## src/common/perf_settings.svh

```systemverilog
`ifndef PERF_SETTINGS_SVH
`define PERF_SETTINGS_SVH

// width of each event counter, also the wishbone data width
`define PERF_CNT_W 32

// one counter per event class
`define PERF_NUM_CNT 9

// wishbone word address width
`define PERF_ADDR_W 4

`define PERF_XBAR_PORTS 3  // crossbar ports watched for bank conflicts

// counter word addresses
`define PERF_ADR_CYCLES     0
`define PERF_ADR_IMEM       1
`define PERF_ADR_DMEM       2
`define PERF_ADR_RSRV       3
`define PERF_ADR_DX         4
`define PERF_ADR_REDIRECT   5
`define PERF_ADR_CGNI_FULL  6   // processor input buffer full
`define PERF_ADR_CGNO_FULL  7   // processor output buffer full
`define PERF_ADR_CONFLICT   8

`endif

```

## src/common/perf_pkg.sv

```systemverilog
`include "perf_settings.svh"

package perf_pkg;

  // counter slots, value is the wishbone word address
  typedef enum logic [`PERF_ADDR_W-1:0] {
    CNT_CYCLES    = `PERF_ADR_CYCLES,     // non-frozen cycles
    CNT_IMEM      = `PERF_ADR_IMEM,
    CNT_DMEM      = `PERF_ADR_DMEM,
    CNT_RSRV      = `PERF_ADR_RSRV,       // lr.w.acquire wait
    CNT_DX        = `PERF_ADR_DX,         // bypass and load-use
    CNT_REDIRECT  = `PERF_ADR_REDIRECT,   // taken branch penalty
    CNT_CGNI_FULL = `PERF_ADR_CGNI_FULL,
    CNT_CGNO_FULL = `PERF_ADR_CGNO_FULL,
    CNT_CONFLICT  = `PERF_ADR_CONFLICT
  } perf_idx_e;

  // one flag per slot, indexed by perf_idx_e
  typedef logic [`PERF_NUM_CNT-1:0] perf_event_t;

  // counter values, same indexing
  typedef logic [`PERF_NUM_CNT-1:0][`PERF_CNT_W-1:0] perf_cnt_array_t;

endpackage

```

## src/logic/event_sampler.sv

```systemverilog
`include "perf_settings.svh"

module event_sampler
  import perf_pkg::*;
(
  input  logic                        clk_i,
  input  logic                        arst_n_i,
  input  logic                        freeze_i,
  input  logic                        imem_wait_i,
  input  logic                        dmem_wait_i,
  input  logic                        dmem_en_i,
  input  logic                        rsrv_stall_i,
  input  logic                        dx_stall_i,
  input  logic                        redirect_i,
  input  logic                        proc_ready_in_i,
  input  logic                        proc_ready_out_i,
  input  logic [`PERF_XBAR_PORTS-1:0] xbar_v_i,
  input  logic [`PERF_XBAR_PORTS-1:0] xbar_yumi_i,
  output perf_event_t                 event_o,
  output logic                        count_en_o,
  output logic                        clear_o
);

  logic                        freeze_q;
  logic                        freeze_qq;
  logic                        imem_wait_q;
  logic                        dmem_wait_q;
  logic                        dmem_en_q;
  logic                        rsrv_stall_q;
  logic                        dx_stall_q;
  logic                        redirect_q;
  logic                        proc_ready_in_q;
  logic                        proc_ready_out_q;
  logic [`PERF_XBAR_PORTS-1:0] xbar_v_q;
  logic [`PERF_XBAR_PORTS-1:0] xbar_yumi_q;
  logic                        dmem_stall;

  // freeze history starts frozen so a low freeze out of reset is a release
  always_ff @(posedge clk_i or negedge arst_n_i)
  begin
    if (!arst_n_i)
    begin
      freeze_q  <= 1'b1;
      freeze_qq <= 1'b1;
    end
    else
    begin
      freeze_q  <= freeze_i;
      freeze_qq <= freeze_q;
    end
  end

  always_ff @(posedge clk_i)
  begin
    imem_wait_q      <= imem_wait_i;
    dmem_wait_q      <= dmem_wait_i;
    dmem_en_q        <= dmem_en_i;
    rsrv_stall_q     <= rsrv_stall_i;
    dx_stall_q       <= dx_stall_i;
    redirect_q       <= redirect_i;
    proc_ready_in_q  <= proc_ready_in_i;
    proc_ready_out_q <= proc_ready_out_i;
    xbar_v_q         <= xbar_v_i;
    xbar_yumi_q      <= xbar_yumi_i;
  end

  assign dmem_stall = dmem_wait_q & dmem_en_q;

  always_comb
  begin
    event_o             = '0;
    event_o[CNT_CYCLES] = 1'b1;
    event_o[CNT_IMEM]   = imem_wait_q;
    // one stall class per cycle, highest priority first
    if (dmem_stall)
      event_o[CNT_DMEM] = 1'b1;
    else if (rsrv_stall_q)
      event_o[CNT_RSRV] = 1'b1;
    else if (dx_stall_q)
      event_o[CNT_DX] = 1'b1;
    else if (redirect_q)
      event_o[CNT_REDIRECT] = 1'b1;
    event_o[CNT_CGNI_FULL] = ~proc_ready_out_q;
    event_o[CNT_CGNO_FULL] = ~proc_ready_in_q;
    event_o[CNT_CONFLICT]  = |(xbar_v_q ^ xbar_yumi_q);  // a valid port not served
  end

  assign count_en_o = ~freeze_q;
  assign clear_o    = freeze_qq & ~freeze_q;  // freeze falling edge

endmodule

```

## src/counters/perf_counter_bank.sv

```systemverilog
`include "perf_settings.svh"

module perf_counter_bank
  import perf_pkg::*;
(
  input  logic            clk_i,
  input  logic            arst_n_i,
  input  perf_event_t     event_i,
  input  logic            count_en_i,
  input  logic            clear_i,
  output perf_cnt_array_t cnt_o
);

  perf_event_t inc;

  // events only count in unfrozen cycles
  assign inc = count_en_i ? event_i : '0;

  for (genvar i = 0; i < `PERF_NUM_CNT; i++)
  begin : g_cnt
    localparam perf_idx_e slot_lp = perf_idx_e'(i);

    logic [`PERF_CNT_W-1:0] cnt_q;
    logic [`PERF_CNT_W-1:0] cnt_d;

    // clear wins over a pending increment
    always_comb
    begin
      cnt_d = cnt_q;
      if (clear_i)
        cnt_d = '0;
      else if (inc[slot_lp])
        cnt_d = cnt_q + 1'b1;  // wraps at full scale
    end

    always_ff @(posedge clk_i or negedge arst_n_i)
    begin
      if (!arst_n_i)
        cnt_q <= '0;
      else
        cnt_q <= cnt_d;
    end

    assign cnt_o[slot_lp] = cnt_q;
  end

endmodule

```

## src/logic/wb_perf_regs.sv

```systemverilog
`include "perf_settings.svh"

module wb_perf_regs
  import perf_pkg::*;
(
  input  logic                    clk_i,
  input  logic                    arst_n_i,
  input  logic                    wb_cyc_i,
  input  logic                    wb_stb_i,
  input  logic                    wb_we_i,
  input  logic [`PERF_ADDR_W-1:0] wb_adr_i,
  input  logic [`PERF_CNT_W-1:0]  wb_dat_i,
  input  perf_cnt_array_t         cnt_i,
  output logic [`PERF_CNT_W-1:0]  wb_dat_o,
  output logic                    wb_ack_o
);

  localparam logic [`PERF_ADDR_W-1:0] num_cnt_lp = `PERF_NUM_CNT;

  logic                   req;
  logic                   hit;
  perf_idx_e              sel;
  logic [`PERF_CNT_W-1:0] rd_data;
  logic                   ack_q;
  logic [`PERF_CNT_W-1:0] dat_q;

  // new access only while no ack is out
  assign req = wb_cyc_i & wb_stb_i & ~ack_q;

  assign sel = perf_idx_e'(wb_adr_i);
  assign hit = wb_adr_i < num_cnt_lp;

  always_comb
  begin
    rd_data = '0;
    if (wb_we_i)
      rd_data = wb_dat_i;  // write data loops back, nothing is stored
    else if (hit)
      rd_data = cnt_i[sel];
  end

  always_ff @(posedge clk_i or negedge arst_n_i)
  begin
    if (!arst_n_i)
      ack_q <= 1'b0;
    else
      ack_q <= req;
  end

  // data captured on the edge that raises ack
  always_ff @(posedge clk_i)
  begin
    if (req)
      dat_q <= rd_data;
  end

  assign wb_ack_o = ack_q;
  assign wb_dat_o = dat_q;

endmodule

```

## src/logic/tile_perf_monitor.sv

```systemverilog
`include "perf_settings.svh"

module tile_perf_monitor
  import perf_pkg::*;
(
  input  logic                        clk_i,
  input  logic                        arst_n_i,
  input  logic                        freeze_i,
  input  logic                        imem_wait_i,
  input  logic                        dmem_wait_i,
  input  logic                        dmem_en_i,
  input  logic                        rsrv_stall_i,
  input  logic                        dx_stall_i,
  input  logic                        redirect_i,
  input  logic                        proc_ready_in_i,
  input  logic                        proc_ready_out_i,
  input  logic [`PERF_XBAR_PORTS-1:0] xbar_v_i,
  input  logic [`PERF_XBAR_PORTS-1:0] xbar_yumi_i,
  input  logic                        wb_cyc_i,
  input  logic                        wb_stb_i,
  input  logic                        wb_we_i,
  input  logic [`PERF_ADDR_W-1:0]     wb_adr_i,
  input  logic [`PERF_CNT_W-1:0]      wb_dat_i,
  output logic [`PERF_CNT_W-1:0]      wb_dat_o,
  output logic                        wb_ack_o
);

  perf_event_t     events;
  logic            count_en;
  logic            clear;
  perf_cnt_array_t cnt;

  event_sampler u_event_sampler (
    .clk_i            (clk_i),
    .arst_n_i         (arst_n_i),
    .freeze_i         (freeze_i),
    .imem_wait_i      (imem_wait_i),
    .dmem_wait_i      (dmem_wait_i),
    .dmem_en_i        (dmem_en_i),
    .rsrv_stall_i     (rsrv_stall_i),
    .dx_stall_i       (dx_stall_i),
    .redirect_i       (redirect_i),
    .proc_ready_in_i  (proc_ready_in_i),
    .proc_ready_out_i (proc_ready_out_i),
    .xbar_v_i         (xbar_v_i),
    .xbar_yumi_i      (xbar_yumi_i),
    .event_o          (events),
    .count_en_o       (count_en),
    .clear_o          (clear)
  );

  perf_counter_bank u_perf_counter_bank (
    .clk_i      (clk_i),
    .arst_n_i   (arst_n_i),
    .event_i    (events),
    .count_en_i (count_en),
    .clear_i    (clear),
    .cnt_o      (cnt)
  );

  wb_perf_regs u_wb_perf_regs (
    .clk_i    (clk_i),
    .arst_n_i (arst_n_i),
    .wb_cyc_i (wb_cyc_i),
    .wb_stb_i (wb_stb_i),
    .wb_we_i  (wb_we_i),
    .wb_adr_i (wb_adr_i),
    .wb_dat_i (wb_dat_i),
    .cnt_i    (cnt),
    .wb_dat_o (wb_dat_o),
    .wb_ack_o (wb_ack_o)
  );

endmodule

```

## config.mk

```make
export PLATFORM = sky130hd
export DESIGN_NAME = tile_perf_monitor
export DESIGN_NICKNAME = d
export VERILOG_FILES = /design/src/common/perf_pkg.sv /design/src/logic/event_sampler.sv /design/src/counters/perf_counter_bank.sv /design/src/logic/wb_perf_regs.sv /design/src/logic/tile_perf_monitor.sv
export VERILOG_INCLUDE_DIRS = /design/src /design/src/common
export SDC_FILE = /design/constraint.sdc
export NUM_CORES = 1
export LEC_CHECK = 0
export BUFFER_PORTS_ARGS = -buffer_cell sky130_fd_sc_hd__buf_2
export CORE_UTILIZATION = 65
export CTS_BUF_LIST = sky130_fd_sc_hd__clkbuf_4
export DETAILED_ROUTE_END_ITERATION = 12
export PLACE_DENSITY = 0.94
export REMOVE_ABC_BUFFERS = 1
export SLEW_MARGIN = 20
export SYNTH_ARGS = -nofsm -noshare
export SYNTH_HDL_FRONTEND = slang
export SYNTH_SLANG_ARGS = --single-unit
```

## constraint.sdc

```tcl
create_clock -name clk_i -period 5.1 [get_ports clk_i]
set_input_delay 0.51 -clock clk_i [delete_from_list [all_inputs] [get_ports clk_i]]
set_output_delay 0.51 -clock clk_i [all_outputs]
set_load 0.1 [all_outputs]
```

* After elaboration in Yosys (flattened, before gate mapping) *
Cells that the tools add are included.

word-level totals
  input port bits = 56
  output and inout bits = 33
  bits in registers = 337

operators by class
  reduce and logical (&&, ||, !) cells = 10
  bitwise logic cells = 9
  mux-type cells = 30
  magnitude comparators = 2
  add/sub/neg operators = 9

operators with widths
  kind                                                                           number
  32-bit 2-to-1 mux                                                              21
  32-bit by 1-bit adder with 32-bit output (second input constant)               9
  32-bit binary-select mux with 4-bit select                                     1
  2-bit nonzero test                                                             9
  9-bit 2-to-1 mux                                                               1
  4-bit by 5-bit less-than comparator with 1-bit output (second input constant)  1
  1-bit 2-to-1 mux                                                               5
  1-bit bitwise AND                                                              4
  4-bit less-than comparator (second input constant)                             1
  1-bit NOT                                                                      4
  3-bit 2-to-1 mux                                                               1
  3-bit OR reduction                                                             1
  3-bit bitwise XOR                                                              1
  2-bit 2-to-1 mux                                                               1

* Depth between registers and ports, before layout *
  depth in word-level cells = 7
  gate-level depth with buffers = 8

* Hierarchy *
A second synthesis with hierarchy kept.

unflattened totals
  cells, all modules = 1998
  area total of the unflattened synthesis = 19387.3 µm²

by module, submodules not included
  module             area an instance (µm²)  seq. area each (µm²)  cells an instance  instances
  perf_counter_bank  15328.5                 7206.9                1649               1
  wb_perf_regs       3599.7                  985.9                 317                1
  event_sampler      459.2                   332.8                 32                 1

* Least setup slack after synthesis *
OpenSTA, ideal clock, no wires.

  path type = reg-to-reg
  from = reg u_wb_perf_regs.ack_q (netlist: u_wb_perf_regs.wb_ack_o)
  to = reg u_wb_perf_regs.dat_q[0] (netlist: u_wb_perf_regs.wb_dat_o[0]) (enable)
  arrival = 2.278 ns
  library setup time = 0.423 ns
  cell stages (with the launch flop) = 2
  period minus slack after synthesis = 2.701 ns
  data required time = 4.677 ns
  path buffers = 0
  path slack = 2.399 ns
  cells stage by stage = dfrtp_1 nor2_1

on the way
  longest elaborated chain between the ends = 2

ends and longest elaborated chain
  what                          RTL line            RTL
  start, declared               wb_perf_regs.sv:24  logic ack_q;
  start signal, assigned        wb_perf_regs.sv:47  ack_q <= req;
  1-bit NOT                     wb_perf_regs.sv:28  assign req = wb_cyc_i & wb_stb_i & ~ack_q;
  1-bit bitwise AND             wb_perf_regs.sv:28
  named net u_wb_perf_regs.req  wb_perf_regs.sv:20  logic req;
  end signal, assigned          wb_perf_regs.sv:54  dat_q <= rd_data;
  end, declared                 wb_perf_regs.sv:25  logic [`PERF_CNT_W-1:0] dat_q;

The timed path passes the listed nets, and every way through them passes these cells.
A chain may end at the register's enable or synchronous reset.

* Final worst setup path *
  from = reg u_event_sampler.freeze_qq
  to = reg u_perf_counter_bank.g_cnt[5].cnt_q[26]

on the way
  longest elaborated chain between the ends = 2
  elaborated cells on any way between the ends = 3

ends and longest elaborated chain
  what                                                     RTL line                 RTL
  start, declared                                          event_sampler.sv:25      logic freeze_qq;
  start signal, assigned                                   event_sampler.sv:49      freeze_qq <= freeze_q;
  1-bit bitwise AND *                                      event_sampler.sv:89      assign clear_o = freeze_qq & ~freeze_q;
  32-bit 2-to-1 mux or 2-bit nonzero test (tied branches)  -
  end signal, assigned                                     perf_counter_bank.sv:41  cnt_q <= cnt_d;
  end, declared                                            perf_counter_bank.sv:23  logic [`PERF_CNT_W-1:0] cnt_q;

Every way passes the cells marked *; elsewhere a longest branch is shown, timed or not.

==> run summary <==
run status - finished, final reports clean
Leak - 8.475 nW
RR Startpoint - u_event_sampler.freeze_qq
# rows - 60
asr flop ratio synth - 86.35%
Clock Path Buffers - 3
Cells after Synth - 1,810
Ports - 89
Die Ht - 169.5 um
Worst-Skew Late Latency - 0.76 ns
share of cells above drive strength 1 - 17.69%
post-synthesis cell area - 0.01824 mm^2
PortBufs - 88
width of the die - 169.5 um
post-cts resize count - 0
via density per instance - 6.901
CTS tree - built
TritonCTS Buffers - 87
Cell Chain, Critical Path - nand2b_1 > o21ai_1 > nand2_1 > or4_1 > a21oi_1
Initial Util - 66.94%
Avg Synthesized Cell Area - 10.08 um^2
number of synthesized flops with an enable pin - 32
crit path capture - u_perf_counter_bank.g_cnt[5].cnt_q[26]
Worst-path clk slew - 0.07 ns
GPL Wtd Cong - 0.9811
postcts setup bufs - 0
WL final - 53,450 um
WP data arrival - 3.78 ns
Seq/Total Area, Yosys - 46.74%
area share of the largest cell type after synthesis - 39.65%
DRT antenna net count - 0
PwrDens - 284.7 mW/mm^2
Die Area - 0.02874 mm^2
Final Max Tran Viols - 0
most area-hungry cell type in the Yosys netlist - dfrtp_1
Worst Tran Pin Value - 1.153 ns
# DRC - 0
yosys warns - 0
worst min path class - primary input to flop
final setup violating endpoints - 0
Clock Skew - 0.06174 ns
CTS root buffer - clkbuf_4
Global Route Usage Sum - 38.40%
ys flop type - dfrtp_1
slowest cell delay on critical path - 0.93 ns
peak supply drop - 212.4 uV
Layout Nets - 1,990
vias in the first global route - 15,970
Clock Sinks - 337
multi-input logic area - 0.009285 mm^2
cts hold-fix bufs - 16
r2r endpoint - u_perf_counter_bank.g_cnt[5].cnt_q[26]
R2R cell count - 5
RSZ-0062 raised after global routing - no
startpoint class of the critical path - flop
fmax - 318.0 MHz
Max-Cap Viols - 0
starting DRC count in detailed routing - 2,759
Critical Path Source - u_event_sampler.freeze_qq
worst reg2reg setup slack - 1.96 ns
most frequent cells in the layout - dfrtp_1, nor2_1, clkbuf_4
fin crit share - 61.65%
First-pass DRT Iterations - 6
Tot Pwr - 5.798 mW
Worst Setup Path Type - flop to flop
Routed WL per cell - 22.55 um
CP required - 5.73 ns
most common cell after layout, fill and taps aside - dfrtp_1
Congestion Overflow GR - 0
Setup crit end kind - flop
endpoints failing hold - 0
fill count - 1,668
worst hold slack - 0.08150 ns
slowest CP cell - dfstp_2
initial antenna violation count - 1
fin crit period - 3.144 ns
worst-path maximum fanout - 26
global-route wire length before repair - 85,040 um
Core Region - 0.02725 mm^2
DP Wirelength - 34,690 um
via count - 16,360
area added between synthesis and finish - 11.66%
Slew headroom - 22.43%
ranking of synthesized cells by area - dfrtp_1, mux4_2, xor2_1
# H-tree levels - 3
flops & latches, synth - 337
pin count of the biggest net entering global routing - 129
Min-Delay Path Depth - 3
Storage cell area - 0.008526 mm^2
library cells used by synthesis - 63
## power by group
group / leakage [nW] / internal [mW] / switching, mW
Combinational: 3.28 / 0.115 / 0.297
Sequential: 4.47 / 2.75 / 0.0578
Clock: 0.723 / 1.40 / 1.18
## state kept, by name (all words and copies together), names as in the netlist
register and count:
u_perf_counter_bank.g_cnt.cnt_q 288, u_wb_perf_regs.wb_dat_o 32, u_event_sampler.xbar_v_q 3, u_event_sampler.xbar_yumi_q 3, u_event_sampler.dmem_en_q 1, u_event_sampler.dmem_wait_q 1
u_event_sampler.dx_stall_q 1, u_event_sampler.freeze_q 1, u_event_sampler.freeze_qq 1, u_event_sampler.imem_wait_q 1, u_event_sampler.proc_ready_in_q 1, u_event_sampler.proc_ready_out_q 1
u_event_sampler.redirect_q 1, u_event_sampler.rsrv_stall_q 1, u_wb_perf_regs.wb_ack_o 1
## kinds of logic (layout without fill, tap and decap cells)
kind of cell / count (synthesis) / count (layout) / synth area share [%]
adders and majority gates: 9 / 9 / 0.6173
DFF: 337 / 337 / 46.74
other: 0 / 2 / 0
AOI/OAI and AO/OA: 226 / 226 / 7.284
xor gates and xnor gates: 213 / 213 / 10.23
muxes: 98 / 98 / 9.795
buffers and inverters: 120 / 306 / 2.737
and+or+nand+nor: 807 / 807 / 22.60
## synthesized netlist by cell type, types with 46 or more instances
cell type / instances
a21oi_1: 54
clkbuf_1: 80
dfrtp_1: 289
mux4_2: 63
nand2_1: 105
nand3_1: 104
nand4_1: 99
nor2_1: 252
nor4_1: 46
o21ai_0: 101
xnor2_1: 84
xor2_1: 129
## critical path: cells and delay by family, from the launching register on
family	cells	cell delay [ns]
AO/OA/AOI/OAI	2	0.63
AND/OR/NAND/NOR	3	1.46
flip-flops	1	0.93
## layer usage
layer	wire length, um	vias to the layer above	global-route usage [%]
met3	7018	322	10.24
met4	4013	0	27.07
met2	23810	1380	57.11
met5	0	-	0
li1	-	6877	-
met1	18620	7777	49.23
## through the flow
stage	setup slack, ns	util [%]	setup TNS [ns]	instances	area [um^2]
after detailed placement	2.179	69.56	0	2192	18960
after global placement	2.300	69.55	0	2192	18950
after floorplan	-5.308	-	-1164.89	1713	17830
after CTS	2.106	74.62	0	2368	20340
after global routing	1.786	74.74	0	2370	20370
final	1.956	74.74	0	2370	20370
## worst min-delay path by stage
stage	startpoint	to	slack [ns]
floorplan	arst_n_i	u_perf_counter_bank.g_cnt[0].cnt_q[0]	0.21
global placement	u_event_sampler.proc_ready_out_q	u_perf_counter_bank.g_cnt[6].cnt_q[0]	0.49
detailed placement	u_event_sampler.proc_ready_out_q	u_perf_counter_bank.g_cnt[6].cnt_q[0]	0.51
CTS	wb_dat_i[18]	u_wb_perf_regs.wb_dat_o[18]	0.04
global route	wb_dat_i[20]	u_wb_perf_regs.wb_dat_o[20]	0.08
finish	wb_dat_i[18]	u_wb_perf_regs.wb_dat_o[18]	0.08
## layout make-up
cell class	count	share of cell area [%]
multi-input cells	1353	45.59
flip-flops and latches	337	41.86
clock buffers	140	5.160
repair buffers	123	3.833
well taps	372	2.285
clock inverters	20	0.8293
inverters	23	0.4239
diodes	2	0.02457
Power figures use the tool's default switching activity.
